<file path="src/audio_pkg.sv">
package audio_pkg;

    // ------------------------------
    // Word widths
    // ------------------------------

    localparam int mic_bits   = 24;                   // INMP441 style sample
    localparam int pcm_bits   = 16;                   // DAC word

    // Arithmetic shift that maps a mic word onto PCM at zero attenuation
    localparam int scale_base = mic_bits - pcm_bits;

    // ------------------------------
    // I2S framing
    // ------------------------------

    localparam int slot_bits  = 32;                   // Serial clocks per channel
                                                      // Two slots per frame, 64 in all

    // ------------------------------
    // Sample types
    // ------------------------------

    typedef logic signed [mic_bits - 1:0] mic_word_t; // Raw microphone sample
    typedef logic signed [pcm_bits - 1:0] pcm_t;      // Scaled DAC sample

endpackage

</file>
<file path="src/board_pkg.sv">
package board_pkg;

    // ------------------------------
    // Board control widths
    // ------------------------------

    localparam int w_key   = 2;                 // Push buttons, active low
    localparam int w_sw    = 4;                 // Top switch doubles as reset
    localparam int w_led   = 8;                 // Level meter LEDs

    localparam int w_shift = 3;                 // Attenuation step, 0..7

    // ------------------------------
    // Audio controls
    // ------------------------------

    typedef struct packed
    {
        logic                 mute;             // Force silence
        logic [w_shift - 1:0] shift;            // Extra right shift
    } audio_ctrl_t;

endpackage

</file>
<file path="src/board_specific_top.sv">
module board_specific_top
    import audio_pkg::*,
           board_pkg::*;
#(
    parameter int sck_div    = 8,                          // Shared by mic and DAC
    parameter int fifo_depth = 4
)
(
    input  logic               clk,
    input  logic               rst,                        // From the top switch

    input  logic [w_key - 1:0] key,                        // Active low
    input  logic [w_sw  - 1:0] sw,                         // sw[3] is board reset
    output logic [w_led - 1:0] led,

    input  logic               mic_sd,
    output logic               mic_sck,
    output logic               mic_ws,
    output logic               mic_lr,                     // Channel select strap

    output logic               overflow,

    output logic               dac_mclk,
    output logic               dac_bclk,
    output logic               dac_lrclk,
    output logic               dac_sdata
);

    audio_ctrl_t ctrl;

    logic        mic_valid;
    mic_word_t   mic_data;
    logic        pcm_valid;
    pcm_t        pcm_data;

    logic        pop;
    pcm_t        head;
    logic        empty;

    // ------------------------------
    // Controls
    // ------------------------------

    assign ctrl.mute  = ~key[0];                           // Pressed means muted
    assign ctrl.shift = sw[w_shift - 1:0];

    assign mic_lr     = 1'b0;                              // Mic answers in left slot

    // ------------------------------
    // Producer, buffer, consumer
    // ------------------------------

    mic_i2s_receiver #(.sck_div(sck_div)) i_mic
    (
        .clk       ( clk       ),
        .rst       ( rst       ),
        .mic_sd    ( mic_sd    ),
        .mic_sck   ( mic_sck   ),
        .mic_ws    ( mic_ws    ),
        .mic_valid ( mic_valid ),
        .mic_data  ( mic_data  )
    );

    sample_scaler i_scaler
    (
        .clk       ( clk       ),
        .rst       ( rst       ),
        .ctrl      ( ctrl      ),
        .mic_valid ( mic_valid ),
        .mic_data  ( mic_data  ),
        .pcm_valid ( pcm_valid ),
        .pcm_data  ( pcm_data  ),
        .led       ( led       )
    );

    sample_fifo #(.payload_t(pcm_t), .fifo_depth(fifo_depth)) i_fifo
    (
        .clk       ( clk       ),
        .rst       ( rst       ),
        .push      ( pcm_valid ),
        .push_data ( pcm_data  ),
        .pop       ( pop       ),
        .head      ( head      ),
        .empty     ( empty     ),
        .overflow  ( overflow  )
    );

    i2s_audio_out #(.sck_div(sck_div)) i_audio_out
    (
        .clk       ( clk       ),
        .rst       ( rst       ),
        .head      ( head      ),
        .empty     ( empty     ),
        .pop       ( pop       ),
        .dac_mclk  ( dac_mclk  ),
        .dac_bclk  ( dac_bclk  ),
        .dac_lrclk ( dac_lrclk ),
        .dac_sdata ( dac_sdata )
    );

endmodule

</file>
<file path="src/i2s_audio_out.sv">
module i2s_audio_out
    import audio_pkg::*;
#(
    parameter int sck_div = 8                              // Same divider as the receiver
)
(
    input  logic clk,
    input  logic rst,

    input  pcm_t head,                                     // FIFO head word
    input  logic empty,
    output logic pop,                                      // One per frame at most

    output logic dac_mclk,                                 // clk / 2
    output logic dac_bclk,
    output logic dac_lrclk,                                // Low selects left slot
    output logic dac_sdata
);

    localparam int w_div = $clog2(sck_div + 1);
    localparam int w_bit = $clog2(slot_bits);

    logic [w_div - 1:0] div_cnt;
    logic [w_bit - 1:0] bit_cnt;                           // bclk periods into the slot

    logic               bclk_tick;
    logic               bclk_fall;
    logic               lr_fall;                           // lrclk goes low on this edge
    logic               next_bit;
    pcm_t               word;                              // Word sent in both slots

    assign bclk_tick = div_cnt == w_div'(sck_div - 1);
    assign bclk_fall = bclk_tick & dac_bclk;
    assign lr_fall   = bclk_fall & dac_lrclk & (bit_cnt == w_bit'(slot_bits - 1));

    // Bit k of the slot carries word bit 15-k, tail of the slot is zero
    assign next_bit  = (bit_cnt < pcm_bits) ? word[pcm_bits - 1 - bit_cnt] : 1'b0;

    // ------------------------------
    // DAC clocks
    // ------------------------------

    always_ff @(posedge clk or posedge rst)
    begin
        if (rst)
        begin
            dac_mclk  <= 1'b0;
            div_cnt   <= '0;
            dac_bclk  <= 1'b0;
            bit_cnt   <= '0;
            dac_lrclk <= 1'b0;
        end
        else
        begin
            dac_mclk <= ~dac_mclk;
            div_cnt  <= bclk_tick ? '0 : div_cnt + 1'b1;

            if (bclk_tick)
                dac_bclk <= ~dac_bclk;

            if (bclk_fall)
            begin
                bit_cnt <= bit_cnt + 1'b1;                 // Wraps at slot end

                if (bit_cnt == w_bit'(slot_bits - 1))
                    dac_lrclk <= ~dac_lrclk;
            end
        end
    end

    // ------------------------------
    // Fetch and serializer
    // ------------------------------

    always_ff @(posedge clk or posedge rst)
    begin
        if (rst)
        begin
            pop       <= 1'b0;
            word      <= '0;                               // Silence until first pop
            dac_sdata <= 1'b0;
        end
        else
        begin
            pop <= lr_fall & ~empty;                       // High in the lrclk fall cycle

            // Empty FIFO leaves the old word in place for a repeat
            if (pop)
                word <= head;

            // MSB goes out one bclk after the lrclk edge
            if (bclk_fall)
                dac_sdata <= next_bit;
        end
    end

    // FIFO reads stay locked to the frame boundary
    pop_on_frame : assert property (@(posedge clk) disable iff (rst)
        pop |-> $fell(dac_lrclk))
        else $error("pop outside lrclk fall");

endmodule

</file>
<file path="src/mic_i2s_receiver.sv">
module mic_i2s_receiver
    import audio_pkg::*;
#(
    parameter int sck_div = 8                              // clk cycles per half sck
)
(
    input  logic      clk,
    input  logic      rst,

    input  logic      mic_sd,                              // Serial data from mic
    output logic      mic_sck,
    output logic      mic_ws,                              // Low selects left slot

    output logic      mic_valid,
    output mic_word_t mic_data
);

    localparam int w_div = $clog2(sck_div + 1);
    localparam int w_bit = $clog2(slot_bits);

    logic [w_div - 1:0] div_cnt;
    logic [w_bit - 1:0] bit_cnt;                           // sck periods into the slot

    logic               sck_tick;
    logic               sck_rise;
    logic               sck_fall;
    logic               ws_q;                              // Delayed ws for edge detect
    mic_word_t          shreg;

    assign sck_tick = div_cnt == w_div'(sck_div - 1);
    assign sck_rise = sck_tick & ~mic_sck;                 // sck about to go high
    assign sck_fall = sck_tick &  mic_sck;                 // sck about to go low

    // ------------------------------
    // Serial clock and word select
    // ------------------------------

    always_ff @(posedge clk or posedge rst)
    begin
        if (rst)
        begin
            div_cnt <= '0;
            mic_sck <= 1'b0;
            bit_cnt <= '0;
            mic_ws  <= 1'b0;                               // Frame opens on left slot
        end
        else
        begin
            div_cnt <= sck_tick ? '0 : div_cnt + 1'b1;

            if (sck_tick)
                mic_sck <= ~mic_sck;

            // ws changes on the falling sck edge, count wraps at slot end
            if (sck_fall)
            begin
                bit_cnt <= bit_cnt + 1'b1;

                if (bit_cnt == w_bit'(slot_bits - 1))
                    mic_ws <= ~mic_ws;
            end
        end
    end

    // ------------------------------
    // Left slot deserializer
    // ------------------------------

    // MSB lands one sck after the ws edge, so bits 1..24 carry the word
    always_ff @(posedge clk)
    begin
        if (sck_rise && !mic_ws && bit_cnt != '0 && bit_cnt <= mic_bits)
            shreg <= {shreg[mic_bits - 2:0], mic_sd};      // MSB first
    end

    always_ff @(posedge clk or posedge rst)
    begin
        if (rst)
        begin
            ws_q      <= 1'b0;
            mic_valid <= 1'b0;
        end
        else
        begin
            ws_q      <= mic_ws;
            mic_valid <= mic_ws & ~ws_q;                   // Cycle after ws rises
        end
    end

    always_ff @(posedge clk)
    begin
        if (mic_ws && !ws_q)
            mic_data <= shreg;                             // Left word is complete
    end

    // One word per frame, so the strobe can never stretch
    mic_valid_single : assert property (@(posedge clk) disable iff (rst)
        mic_valid |=> !mic_valid)
        else $error("mic_valid held for two cycles");

endmodule

</file>
<file path="src/sample_fifo.sv">
module sample_fifo
#(
    parameter type payload_t  = logic [15:0],
    parameter int  fifo_depth = 4                       // Power of two
)
(
    input  logic     clk,
    input  logic     rst,

    input  logic     push,                              // Strobe, dropped when full
    input  payload_t push_data,
    input  logic     pop,                               // Strobe, only while not empty

    output payload_t head,                              // Oldest entry
    output logic     empty,
    output logic     overflow                           // Sticky lost push
);

    localparam int w_ptr = $clog2(fifo_depth);
    localparam int w_cnt = $clog2(fifo_depth + 1);

    payload_t           mem [fifo_depth];
    logic [w_ptr - 1:0] wr_ptr;
    logic [w_ptr - 1:0] rd_ptr;
    logic [w_cnt - 1:0] count;

    logic               full;
    logic               do_push;
    logic               do_pop;

    assign empty   = count == '0;
    assign full    = count == w_cnt'(fifo_depth);
    assign do_push = push & ~full;
    assign do_pop  = pop  & ~empty;
    assign head    = mem[rd_ptr];

    // ------------------------------
    // Storage
    // ------------------------------

    always_ff @(posedge clk)
    begin
        if (do_push)
            mem[wr_ptr] <= push_data;
    end

    // ------------------------------
    // Pointers and fill level
    // ------------------------------

    always_ff @(posedge clk or posedge rst)
    begin
        if (rst)
        begin
            wr_ptr   <= '0;
            rd_ptr   <= '0;
            count    <= '0;
            overflow <= 1'b0;
        end
        else
        begin
            if (do_push)
                wr_ptr <= wr_ptr + 1'b1;                // Wraps at depth

            if (do_pop)
                rd_ptr <= rd_ptr + 1'b1;

            case ({do_push, do_pop})
                2'b10:   count <= count + 1'b1;
                2'b01:   count <= count - 1'b1;
                default: count <= count;                // Both or neither
            endcase

            if (push && full)
                overflow <= 1'b1;                       // Stays until reset
        end
    end

    // The consumer must look at empty before it pops
    pop_not_empty : assert property (@(posedge clk) disable iff (rst)
        pop |-> !empty)
        else $error("pop while FIFO empty");

endmodule

</file>
<file path="src/sample_scaler.sv">
module sample_scaler
    import audio_pkg::*,
           board_pkg::*;
(
    input  logic               clk,
    input  logic               rst,

    input  audio_ctrl_t        ctrl,                      // Mute and attenuation
    input  logic               mic_valid,
    input  mic_word_t          mic_data,

    output logic               pcm_valid,
    output pcm_t               pcm_data,
    output logic [w_led - 1:0] led                        // Thermometer level meter
);

    localparam int led_base = 7;                          // LED 0 lights at 2**7

    mic_word_t            shifted;
    pcm_t                 pcm_next;
    logic [pcm_bits - 1:0] magnitude;                     // Unsigned level of pcm_data
    logic [w_led - 1:0]   led_next;

    // ------------------------------
    // Mic word to PCM
    // ------------------------------

    always_comb
    begin
        shifted  = mic_data >>> (scale_base + ctrl.shift); // Sign kept
        pcm_next = ctrl.mute ? '0 : pcm_t'(shifted[pcm_bits - 1:0]);
    end

    always_ff @(posedge clk or posedge rst)
    begin
        if (rst)
            pcm_valid <= 1'b0;
        else
            pcm_valid <= mic_valid;                       // One cycle behind mic strobe
    end

    always_ff @(posedge clk)
    begin
        if (mic_valid)
            pcm_data <= pcm_next;
    end

    // ------------------------------
    // Level meter
    // ------------------------------

    always_comb
    begin
        magnitude = pcm_data[pcm_bits - 1] ? -pcm_data : pcm_data;

        // Negating -32768 wraps to 0x8000, pull it back to full scale
        if (magnitude[pcm_bits - 1])
            magnitude = {1'b0, {(pcm_bits - 1){1'b1}}};

        for (int i = 0; i < w_led; i++)
            led_next[i] = magnitude >= (1 << (led_base + i));
    end

    always_ff @(posedge clk or posedge rst)
    begin
        if (rst)
            led <= '0;
        else if (pcm_valid)
            led <= led_next;                              // Holds until next word
    end

endmodule

</file>
<file path="config.mk">
export PLATFORM = sky130hd
export DESIGN_NAME = board_specific_top
export DESIGN_NICKNAME = d
export VERILOG_FILES = /design/src/audio_pkg.sv /design/src/board_pkg.sv /design/src/board_specific_top.sv /design/src/i2s_audio_out.sv /design/src/mic_i2s_receiver.sv /design/src/sample_fifo.sv /design/src/sample_scaler.sv
export SDC_FILE = /design/constraint.sdc
export NUM_CORES = 1
export LEC_CHECK = 0
export BUFFER_PORTS_ARGS = -buffer_cell sky130_fd_sc_hd__buf_2
export CORE_MARGIN = 2
export CORE_UTILIZATION = 66
export DETAILED_ROUTE_END_ITERATION = 8
export PLACE_DENSITY = 0.84
export SKIP_LAST_GASP = 1
export SLEW_MARGIN = 20
export SYNTH_ARGS = -nofsm -noshare
export SYNTH_HDL_FRONTEND = slang
export SYNTH_SLANG_ARGS = --single-unit
export TNS_END_PERCENT = 50
</file>
<file path="constraint.sdc">
create_clock -name clk -period 5.2 [get_ports clk]
set_input_delay 0.78 -clock clk [delete_from_list [all_inputs] [get_ports clk]]
set_output_delay 0.78 -clock clk [all_outputs]
set_load 0.01 [all_outputs]
</file>
# Yosys cells after proc, flatten, opt, wreduce, memory -nomap -nowiden
# Memory sizes are Yosys's and may differ from the RTL's. A register that Yosys moved wholly into a read port is not among the register bits.
# Index checks and enable logic that the tools add are counted.
totals:
  regBits: 108
  mem_bits_rw: 64
  input_bits: 9
  output_inout_bits: 16
  wordCells: 92
  mem_count: 1
memory_table:
  columns: ["memory", "words", "width", "rd", "rd_ports_with_merged_regs", "write_ports", "line", "source"]
  rows:
  - ["i_fifo.mem", 4, 16, 1, 1, 1, "sample_fifo.sv:22", "payload_t mem [fifo_depth];"]
op_classes:
  add_sub_neg: 11
  n_lt_le_gt_ge: 11
  n_eq_ne: 7
  n_shift: 1
  n_mux: 10
  bitwise_logic: 17
  reduce_logical: 12
op_table:
  columns: ["operator", "n"]
  rows:
  - ["32-bit by 5-bit < comparator with 1-bit output (second input constant)", 1]
  - ["24-bit by 32-bit >>> shifter with 16-bit output", 1]
  - ["16-bit two-way mux", 1]
  - ["16-bit negation", 1]
  - ["15-bit by 10-bit >= comparator with 1-bit output (second input constant)", 1]
  - ["15-bit by 11-bit >= comparator with 1-bit output (second input constant)", 1]
  - ["15-bit by 12-bit >= comparator with 1-bit output (second input constant)", 1]
  - ["15-bit by 13-bit >= comparator with 1-bit output (second input constant)", 1]
  - ["15-bit by 14-bit >= comparator with 1-bit output (second input constant)", 1]
  - ["15-bit >= comparator (second input constant)", 1]
  - ["15-bit by 8-bit >= comparator with 1-bit output (second input constant)", 1]
  - ["15-bit by 9-bit >= comparator with 1-bit output (second input constant)", 1]
  - ["15-bit two-way mux", 1]
  - ["5-bit by 1-bit adder with 5-bit output (second input constant)", 2]
  - ["5-bit equality test (second input constant)", 2]
  - ["1-bit AND", 9]
  - ["4-bit by 1-bit adder with 4-bit output (second input constant)", 2]
  - ["4-bit by 3-bit equality test with 1-bit output (second input constant)", 2]
  - ["4-bit two-way mux", 2]
  - ["1-bit inverter", 8]
  - ["3-bit case mux with 2 select lines", 1]
  - ["4-bit by 5-bit subtractor with 6-bit output (first input constant)", 1]
  - ["4-bit by 3-bit adder with 5-bit output (first input constant)", 1]
  - ["5-bit <= comparator (second input constant)", 1]
  - ["15 further kinds", 25]

# Logic depth before layout (Yosys ltp)
# Gate-level depths: netlist of run 1.
depth:
  depth_word: 5
  depth_mapped: 9
  mapped_depth_nobuf: 9

# By module
# A second synthesis of run 1 with hierarchy kept.
unflattened:
  cells_unflattened: 471
  hier_area_um2: 7815.0
modules_own_cells:
  columns: ["module", "n_inst", "cells_per_inst", "area_each_um2", "seq_area_each_um2"]
  rows:
  - ["sample_fifo", 1, 124, 2806.4, 2122.0]
  - ["mic_i2s_receiver", 1, 95, 2010.7, 1766.7]
  - ["sample_scaler", 1, 152, 1685.4, 705.7]
  - ["i2s_audio_out", 1, 97, 1297.5, 750.7]
  - ["board_specific_top", 1, 3, 15.0, 0.0]

# Worst setup path before layout of run 1
# No wires, ideal clock.
synth_path:
  kind: "register to register"
  start: "register i_mic.div_cnt[0]"
  end: "register i_mic.shreg[0] (enable)"
  setup_ns: 0.450
  arrival_time_ns: 2.719
  t_required_ns: 4.750
  path_slack_ns: 2.031
  path_stages_with_launch: 5
  path_buffers: 0
  period_less_slack_ns: 3.169
  path_cell_list: "dfrtp_1 > ha_1 > and3b_1 > nand2_1 > a311oi_1"
synth_between:
  elab_chain_len: 5
synth_lines:
  columns: ["element", "line", "source"]
  rows:
  - ["start: declaration", "mic_i2s_receiver.sv:21", "logic [w_div - 1:0] div_cnt;"]
  - ["start signal: assignment", "mic_i2s_receiver.sv:49", "div_cnt <= sck_tick ? '0 : div_cnt + 1'b1;"]
  - ["4-bit by 3-bit equality test with 1-bit output", "mic_i2s_receiver.sv:30", "assign sck_tick = div_cnt == w_div'(sck_div - 1);"]
  - ["1-bit AND", "mic_i2s_receiver.sv:31", "assign sck_rise = sck_tick & ~mic_sck;"]
  - ["1-bit logical AND (3 in a row)", "mic_i2s_receiver.sv:72", "if (sck_rise && !mic_ws && bit_cnt != '0 && bit_cnt <= mic_bits)"]
  - ["end signal: assignment", "mic_i2s_receiver.sv:73", "shreg <= {shreg[mic_bits - 2:0], mic_sd};"]
  - ["end: declaration", "mic_i2s_receiver.sv:28", "mic_word_t shreg;"]
# No other way between the ends.
# A chain may end at the register's enable or synchronous reset.

# Final worst setup path of run 1
layout_path:
  start: "register i_scaler.pcm_valid"
  end: "memory i_fifo.mem[3][2] (netlist bit) (enable)"
layout_between:
  elab_chain_len: 3
layout_lines:
  columns: ["element", "line", "source"]
  rows:
  - ["start: declaration", "sample_scaler.sv:12", "output logic pcm_valid,"]
  - ["start signal: assignment", "sample_scaler.sv:39", "pcm_valid <= mic_valid;"]
  - ["1-bit AND", "sample_fifo.sv:33", "assign do_push = push & ~full;"]
  - ["1-bit two-way mux", "sample_fifo.sv:43", "if (do_push)"]
  - ["1-bit two-way mux (implied by the code)", "sample_fifo.sv:44", "mem[wr_ptr] <= push_data;"]
  - ["end: declaration", "sample_fifo.sv:22", null]
# No other way between the ends.

==> flow_metrics.tcl, run 1 <==
set metrics [dict create \
    p_int_uw 2250 \
    endpoint_kind "register" \
    clock-sinks 180 \
    combPwrFrac_pct 1.6 \
    drive_gt1_share_pct 25.6 \
    ys_warn_count 0 \
    grt.total_usage_pct 22.6 \
    synthCells 449 \
    grt_antenna_before_repair 0 \
    tightest_slew_ps 879 \
    hold_viol_final 0 \
    syn-cell-area_um2 7560 \
    gr-total-overflow 0 \
    route.detailed.wl_per_inst_um 20.2 \
    power_uw 2790 \
    p_per_area_nw_per_um2 333 \
    crit_type "register to register" \
    setup_viol 0 \
    fin_area_um2 8380 \
    cts_buffers 17 \
    start_util_pct 66.8 \
    synth_nets 472 \
    relSlewSlack_pct 41.4 \
    p_clk_share_pct 44.1 \
    cts_setup_buffers 0 \
    setup.worst_path.start_class "register" \
    synth-seq-cells 180 \
    cts_resized 0 \
    place_congestion 0.814 \
    cts_buffer_depth 2 \
    hold_path.class "register to register" \
    viasPerCell 5.98 \
    required_ps 5250 \
    synth-edff-count 120 \
    postCtsHoldBufs 0 \
    antenna_left 0 \
    hpwl_um 7890 \
    fin_worst_skew_ps 6.70 \
    cp.arrival_ps 2460 \
    setup_slack_ps 2790 \
    die_w_um 111 \
    maxSlewViolCount 0 \
    grt_pass1_wl_um 21000 \
    min_period_over_period_pct 46.3 \
    fp-row-count 39 \
    synthArstFlopShare_pct 33.3 \
    synth_cell_types 56 \
    critPathMaxFanout 16 \
    fin_crit_ps 2410 \
    switching_share_pct 19.3 \
    grt_pass1_vias 4034 \
    diodes 0 \
    core_area_um2 11300 \
    clk_pin_slew_ps 70 \
    power.share.sequential_pct 54.3 \
    clk-insertion-delay-late_ps 420 \
    maxCapViolations 0 \
    yosysSeqAreaShare_pct 67.5 \
    vias 3755 \
    dr.first_iter.drc_count 302 \
    routed_wl_um 12700 \
    io_buffers 21 \
    fmax_mhz 415 \
    grt_max_degree 61 \
    syn_avg_cell_area_um2 16.8 \
    tns_ps 0 \
    peakVddDrop_mv 0.301 \
    placed_area_um2 7790 \
    place_ws_ps 2840 \
    rrSetupSlack_ps 2790 \
    rsz0062_at_grt "no" \
    final_nets 495 \
    drt_first_pass_iters 5 \
    status "finished, final reports clean" \
    die-area_um2 12300 \
    drc 0 \
    root_buffer "clkbuf_16" \
    power.leakage_uw 0.00316 \
    syn2layout_area_growth_pct 10.8 \
    synth_ff_type "edfxtp_1" \
    switchingPower_uw 540 \
    die_height_um 111 \
    io_pins 25 \
    htree_levels 4 \
    cts_tree "built" \
]
[worst max-delay path, cell delays in order, from the launching register on]
cell	delay, ps
dfrtp_1	570
inv_1	170
a21oi_1	490
and2_1	790
[metrics by stage]
step	instances	utilization, %	hold slack (ps)
final	628	74.0	411
after global routing	628	74.0	420
after CTS	627	73.9	412
after detailed placement	595	68.8	402
after global placement	595	68.8	399
after floorplan	449	-	400
[cells in the mapped netlist, drive strengths merged (3+ instances only)]
cell / number / area (µm²)
nand2: 19 / 71.3
and2: 8 / 50.1
o211ai: 3 / 22.5
or4: 3 / 31.3
edfxtp: 120 / 3600
mux2i: 14 / 140
ha: 13 / 163
dfrtp: 60 / 1500
nand2b: 3 / 18.8
and3: 4 / 26.3
mux4: 34 / 766
xnor2: 13 / 114
a21oi: 6 / 30.0
a211oi: 3 / 35.0
nor2b: 13 / 81.3
mux2: 19 / 214
a31oi: 4 / 25.0
nor3: 9 / 45.0
clkbuf: 13 / 48.8
o21ai: 4 / 20.0
or3: 4 / 31.3
xor2: 9 / 78.8
buf: 7 / 40.0
nor2: 19 / 71.3
inv: 15 / 56.3
[state kept, by name, indices dropped and copies added, names as in the netlist, 2 cells and up]
| signal | flops |
|---|---|
| i_audio_out.bit_cnt | 5 |
| i_audio_out.div_cnt | 4 |
| i_audio_out.word | 16 |
| i_fifo.count | 3 |
| i_fifo.mem | 64 |
| i_fifo.rd_ptr | 2 |
| i_fifo.wr_ptr | 2 |
| i_mic.bit_cnt | 5 |
| i_mic.div_cnt | 4 |
| i_mic.mic_data | 16 |
| i_mic.shreg | 24 |
| i_scaler.led | 8 |
| i_scaler.pcm_data | 16 |
[final timing paths]
check                                                    start                              to  cells past startpoint
worst min register to register  i_audio_out.dac_mclk$_DFF_PP0_  i_audio_out.dac_mclk$_DFF_PP0_                      1
worst max-delay path              i_scaler.pcm_valid$_DFF_PP0_      i_fifo.mem[3][2]$_DFFE_PP_                      3
worst min-delay path            i_audio_out.dac_mclk$_DFF_PP0_  i_audio_out.dac_mclk$_DFF_PP0_                      1
worst max register to register    i_scaler.pcm_valid$_DFF_PP0_      i_fifo.mem[3][2]$_DFFE_PP_                      3
min in group asynchronous                                  rst     i_fifo.count[1]$_DFFE_PP0P_                      3
max in group asynchronous                                  rst    i_fifo.rd_ptr[0]$_DFFE_PP0P_                      3
[cell type report]
| type | instances | area [µm²] |
|---|---|---|
| multi-input combinational | 234 | 2330 |
| tap | 143 | 179 |
| timing repair buffer | 24 | 131 |
| clock buffer | 20 | 447 |
| fill | 658 | 2940 |
| clock inverter | 12 | 133 |
| inverter | 15 | 56.3 |
| sequential | 180 | 5110 |
[cell usage in the layout (no fill, tap or decap), drive strengths merged, types with 2 or more instances in the layout]
cell type / count
xor2: 9
clkbuf: 20
or4: 3
nand4: 2
o21a: 2
o211ai: 3
mux2i: 14
nand2b: 3
nand2: 19
mux4: 34
edfxtp: 120
a31oi: 4
or3: 4
o41ai: 2
buf: 24
nor3b: 2
nor2b: 13
nor4: 2
a21o: 2
xnor2: 13
ha: 13
mux2: 19
nor3: 9
a21oi: 6
nor2: 19
nand3: 2
a21boi: 2
dfrtp: 60
o21ai: 4
a211oi: 3
and2: 8
o31ai: 2
and3: 4
bufinv: 2
inv: 15
clkinvlp: 9
[layer usage]
layer	global-route usage, %	vias to the layer above	part of all wire (%)
met5	0	-	0
li1	-	1744	-
met1	27.7	1935	41
met2	39.2	62	54
met4	7.33	0	1.2
met3	6.34	14	3.6
[kinds of logic after synthesis]
family          share of synthesized area, %
buf+inv                                 1.92
xor+xnor                                2.55
other cells                           0.0496
compound gates                          3.86
mux                                     14.8
flops                                   67.5
simple gates                            6.88
fa+ha+maj                               2.42
[power groups by stage]
stage / Clock, µW / Combinational [µW] / Sequential [µW]
after CTS: 1250 / 45.1 / 1520
after floorplan: 0 / 37.0 / 1550
after global routing: 1310 / 50.3 / 1520
after detailed placement: 0 / 45.0 / 1550
final: 1230 / 44.3 / 1520
after global placement: 0 / 43.4 / 1550
(Power assumes the default switching activity.)
==> run 2: changes to the inputs <==
--- a/config.mk
+++ b/config.mk
@@ -7,9 +7,9 @@
 export LEC_CHECK = 0
 export BUFFER_PORTS_ARGS = -buffer_cell sky130_fd_sc_hd__buf_2
 export CORE_MARGIN = 2
-export CORE_UTILIZATION = 66
+export CORE_UTILIZATION = 56
 export DETAILED_ROUTE_END_ITERATION = 8
-export PLACE_DENSITY = 0.84
+export PLACE_DENSITY = 0.76
 export SKIP_LAST_GASP = 1
 export SLEW_MARGIN = 20
 export SYNTH_ARGS = -nofsm -noshare
==> constraint.sdc (replaced) <==
create_clock -name clk -period 2.1 [get_ports clk]
set_input_delay 0.315 -clock clk [delete_from_list [all_inputs] [get_ports clk]]
set_output_delay 0.315 -clock clk [all_outputs]
set_load 0.01 [all_outputs]
==> run 2 against run 1 <==
The flow now finishes with violations (setup timing). Power grew to 2.5 times the previous value. Largest power group unchanged. Final cell count rose by 9.9%. Core utilization shrank 7.4 points. Sequential power rose by 150%. Global-route usage fell by 3.3 points. Setup slack worse by 2800 ps. Sequential cell count unchanged.
==> flow_metrics.tcl, run 2 (synthesis results as in run 1) <==
set metrics [dict create \
    mostFrequentLayoutCells "edfxtp_1 (120), dfrtp_1 (60), mux4_2 (34), buf_4 (28), buf_2 (21)" \
    routed_wl_um 12700 \
    grt_pass1_vias 4127 \
    p_per_area_nw_per_um2 804 \
    violations "setup timing" \
    drc 0 \
    setup.worst_path.start_class "register" \
    holdWs_ps 68.0 \
    gr-total-overflow 0 \
    antenna_left 0 \
    worst_path_max_delay_cell "or4_4" \
    final_common_cell "edfxtp_1" \
    crit_chain "or4_4 -> buf_4 -> nor3_4 -> mux2i_2 -> nor4b_4 -> a31oi_1" \
    maxSlewViolCount 0 \
    grt_antenna_before_repair 0 \
    tightest_slew_ps 622 \
    viasPerCell 5.63 \
    cts_tree "built" \
    grt.total_usage_pct 19.3 \
    final_nets 524 \
    maxCapViolations 0 \
    fin_area_um2 8790 \
    required_ps 2440 \
    placed_area_um2 8060 \
    crit_type "register to register" \
    endpoint_kind "register" \
    root_buffer "clkbuf_16" \
    setup_slack_ps -36.6 \
    route.detailed.wl_per_inst_um 18.4 \
    cpPeakStageDelay_ps 630 \
    grt_max_degree 61 \
    rsz0062_at_grt "yes" \
    place_congestion 0.756 \
    fin_crit_ps 2140 \
    vias 3888 \
    fp-row-count 42 \
    drt_first_pass_iters 4 \
    dr.first_iter.drc_count 218 \
    io_buffers 21 \
    hold_viol_final 0 \
    hpwl_um 8170 \
    clk-insertion-delay-late_ps 420 \
    die_w_um 120 \
    power.leakage_uw 0.00341 \
    cp.arrival_ps 2480 \
    fin_worst_skew_ps 9.59 \
    reg_top3 "i_fifo.mem (64), i_mic.shreg (24)" \
    min_period_over_period_pct 102 \
    dp.cells 654 \
    status "complete, but fails checks" \
    clk_pin_slew_ps 60 \
    power_uw 7070 \
    diodes 0 \
    start_util_pct 57.3 \
    relSlewSlack_pct 58.5 \
    die-area_um2 14400 \
    largest_reg_flops 64 \
    largest-register "i_fifo.mem" \
    io_pins 25 \
    critPathMaxFanout 6 \
    clock-sinks 180 \
    cts_buffers 17 \
    peakVddDrop_mv 0.756 \
    drive_gt1_share_pct 31.7 \
    hold_path.class "input pin to register" \
    fmax_mhz 468 \
    grt_pass1_wl_um 20800 \
    die_height_um 120 \
    htree_levels 4 \
    setup_viol 5 \
    cts_buffer_depth 2 \
    core_area_um2 13200 \
    instances_no_fill 690 \
    syn2layout_area_growth_pct 16.2 \
]
## run 2: cell types whose count changed in the layout (fill, tap and decap cells not counted), sizes merged
cell / delta
buf: +28
bufinv: +1
clkbuf: -3
clkinv: +4
clkinvlp: -7
dlygate4sd3: +1
inv: +5
## run 2: worst max-delay path, delay by kind of cell, from the launching register on
kind	cells	cell delay, ps
simple gates	3	920
flops	1	390
mux	1	340
compound gates	1	210
buf+inv	1	200
## run 2: timing repair
action | 4_1_cts | 5_1_grt
setup buffers | 3 | 0
setup endpoints to repair | 7 | 8
hold endpoints to repair | 60 | 0
pin swaps | 7 | 0
hold buffers | 1 | 0
resized for setup | 8 | 7
## run 2: final timing paths
check                      slack [ps]  cells past startpoint                          startpoint                         endpoint
max                               -40                      6  i_scaler.pcm_data[2]$_SDFFCE_PN0P_      i_scaler.led[2]$_DFFE_PP0P_
min                                70                      1                              mic_sd         i_mic.shreg[0]$_DFFE_PP_
max reg2reg                       -40                      6  i_scaler.pcm_data[2]$_SDFFCE_PN0P_      i_scaler.led[2]$_DFFE_PP0P_
max in group asynchronous        1340                      4                                 rst  i_audio_out.word[3]$_DFFE_PP0P_
min reg2reg                       410                      1      i_audio_out.dac_mclk$_DFF_PP0_   i_audio_out.dac_mclk$_DFF_PP0_
min in group asynchronous         510                      4                                 rst     i_fifo.rd_ptr[1]$_DFFE_PP0P_
## run 2: routing by layer
layer	part of all wire (%)	GRT usage (%)	routed length, µm	vias to the layer above
li1	-	-	-	1808
met4	1.7	8.68	222	0
met1	41	22.9	5170	2006
met3	2.6	4.29	336	20
met2	55	33.9	6990	54
met5	0	0	0	-
## run 2: area by class of cell
| cell class | count | area, µm² |
|---|---|---|
| fill | 848 | 4400 |
| clock inverter | 15 | 175 |
| clock buffer | 17 | 425 |
| sequential | 180 | 5100 |
| timing repair buffer | 53 | 385 |
| multi-input combinational | 234 | 2420 |
| inverter | 15 | 56.3 |
| tap | 176 | 220 |
## run 2: power by group
part | switching, µW | total [µW] | internal (µW)
clock network | 1320 | 3200 | 1880
registers | 0 | 3750 | 3750
logic | 63.3 | 114 | 51.2
## run 2: through the flow
stage                     utilization (%)  worst slack [ps]  setup TNS (ps)
final                                66.6             -36.6           -99.2
after global routing                 66.6              -115            -616
after CTS                            66.2             -29.7           -94.5
after detailed placement             61.1             -48.7            -205
after global placement               61.1             -31.3           -83.4
after floorplan                         -             -46.1           -50.9
==> run 3: changes to the inputs <==
==> constraint.sdc (replaced) <==
create_clock -name clk -period 1.9 [get_ports clk]
set_input_delay 0.285 -clock clk [delete_from_list [all_inputs] [get_ports clk]]
set_output_delay 0.285 -clock clk [all_outputs]
set_load 0.01 [all_outputs]
==> run 3 against run 2 <==
The flow still finishes with violations (setup timing). Clock power up 21%. Critical path type unchanged. Sequential power is 11% higher. Highest routed layer unchanged. First-iteration DRC count grew 5.5%.
==> flow_metrics.tcl, run 3 (synthesis results as in run 1) <==
set metrics [dict create \
    utilization_pct 68.6 \
    r2r_start "i_scaler.pcm_data[2]$_SDFFCE_PN0P_" \
    htree_levels 4 \
    placed_area_um2 8230 \
    cp.arrival_ps 2450 \
    final_nets 538 \
    tns_ps -1800 \
    peakVddDrop_mv 0.821 \
    vias 3951 \
    setup_slack_ps -259 \
    rsz0062_at_grt "yes" \
    required_ps 2190 \
    largest_reg_flops 64 \
    start_util_pct 57.3 \
    min_period_over_period_pct 114 \
    crit_type "register to register" \
    p_per_area_nw_per_um2 900 \
    antenna_left 0 \
    relSlewSlack_pct 58.2 \
    grtUsageMet2_pct 34.9 \
    cts_buffers 17 \
    critPathMaxFanout 6 \
    hold_viol_final 0 \
    gr-total-overflow 0 \
    core_area_um2 13200 \
    crit_path_start "i_scaler.pcm_data[2]$_SDFFCE_PN0P_" \
    io_buffers 21 \
    root_buffer "clkbuf_16" \
    holdWs_ps 41.1 \
    fin_worst_skew_ps 7.77 \
    clock-sinks 180 \
    fill_cells 813 \
    holdCritStartpoint "mic_sd" \
    route.detailed.wl_per_inst_um 18.6 \
    die_w_um 120 \
    endpoint_kind "register" \
    fin_crit_ps 2160 \
    path_delay_family "simple AND/OR/NAND/NOR gates" \
    final_common_cell "edfxtp_1" \
    fin_area_um2 9050 \
    setup.worst_path.start_class "register" \
    grt_pass1_wl_um 21300 \
    drc 0 \
    grt_max_degree 34 \
    tightest_slew_ps 627 \
    io_pins 25 \
    hold_path.class "input pin to register" \
    fp-row-count 42 \
    diodes 0 \
    hpwl_um 8230 \
    cpPeakStageDelay_ps 620 \
    setup_viol 8 \
    grt.total_usage_pct 19.8 \
    viasPerCell 5.61 \
    drt_first_pass_iters 4 \
    largest-register "i_fifo.mem" \
    use_met1_pct 23.3 \
    syn2layout_area_growth_pct 19.7 \
    grtUsageMet3_pct 5.61 \
    violations "setup timing" \
    grt_most_used_layer "met2" \
    cts_tree "built" \
    grt_antenna_before_repair 0 \
    maxSlewViolCount 0 \
    crit_buf_inv 0 \
    clk-insertion-delay-late_ps 420 \
    mostFrequentLayoutCells "edfxtp_1 (120), dfrtp_1 (60), buf_4 (37), mux4_2 (34), buf_2 (21)" \
    reg_top3 "i_fifo.mem (64), i_mic.shreg (24)" \
    dr.first_iter.drc_count 230 \
    worst_path_max_delay_cell "or4_4" \
    clk_pin_slew_ps 60 \
    place_congestion 0.838 \
    status "complete, but fails checks" \
    cts_buffer_depth 2 \
    power.leakage_uw 0.00353 \
    drive_gt1_share_pct 34.1 \
    maxCapViolations 0 \
    routed_wl_um 13100 \
    grt_pass1_vias 4229 \
    die-area_um2 14400 \
    crit_chain "or4_4 -> o41ai_4 -> xor2_2 -> nor3b_4 -> a31oi_1" \
    die_height_um 120 \
    fmax_mhz 463 \
]
[run 3: changes by cell type in the layout (fill, tap and decap cells not counted), sizes merged]
cell,change
buf,+14
clkbuf,+1
clkinvlp,-1
inv,-4
clkinv,+1
bufinv,+3
[run 3: where the power goes]
part           internal, µW  switching, µW  total (µW)
sequential             4150              0        4150
clock                  2460           1410        3870
combinational          56.3           69.9         126
total                  6670           1480        8150
[run 3: worst register-to-register path, cell delays in order (launching register included)]
cell	delay, ps
edfxtp_1	400
or4_4	620
o41ai_4	370
xor2_2	250
nor3b_4	270
a31oi_1	120
[run 3: final cells by class]
type                    count  area, µm²  share of cell area [%]
clock buffers              18        429                    4.74
clock inverters            14        233                    2.57
inverters                  15       56.3                   0.622
multi-input cells         234       2470                    27.2
flip-flops and latches    180       5100                    56.4
well taps                 176        220                    2.43
repair buffers             67        544                    6.01
[run 3: layer usage]
metal  vias to the layer above  wire, µm
met5                         -         0
met4                         0       278
met3                        22       416
met2                        66      7130
met1                      2029      5240
li1                       1834         -
[run 3: repair_timing]
| item | CTS | global route |
|---|---|---|
| pin swaps | 6 | 6 |
| hold buffers | 1 | 0 |
| endpoints found under the setup margin | 8 | 10 |
| buffers inserted | 2 | 1 |
| resized for setup | 12 | 10 |
| cloned | 0 | 0 |
| hold endpoints to repair | 27 | 0 |
[run 3: path summary, 6_finish.rpt]
path / endpoint / slack, ps / cells after the start
worst max-delay path: i_scaler.led[0]$_DFFE_PP0P_ / -260 / 5
worst min-delay path: i_mic.shreg[0]$_DFFE_PP_ / 40 / 1
worst max register to register: i_scaler.led[0]$_DFFE_PP0P_ / -260 / 5
worst min register to register: i_audio_out.dac_mclk$_DFF_PP0_ / 410 / 1
max in group asynchronous: i_mic.div_cnt[2]$_DFF_PP0_ / 800 / 4
min in group asynchronous: i_audio_out.div_cnt[3]$_DFF_PP0_ / 510 / 3
[run 3: through the flow]
stage	worst slack [ps]	std cells	total power, µW
6_report	-259	704	8150
3_3_place_gp	-186	668	4350
5_1_grt	-330	704	8400
4_1_cts	-225	703	8220
2_1_floorplan	-210	449	4330
3_5_place_dp	-275	668	4360
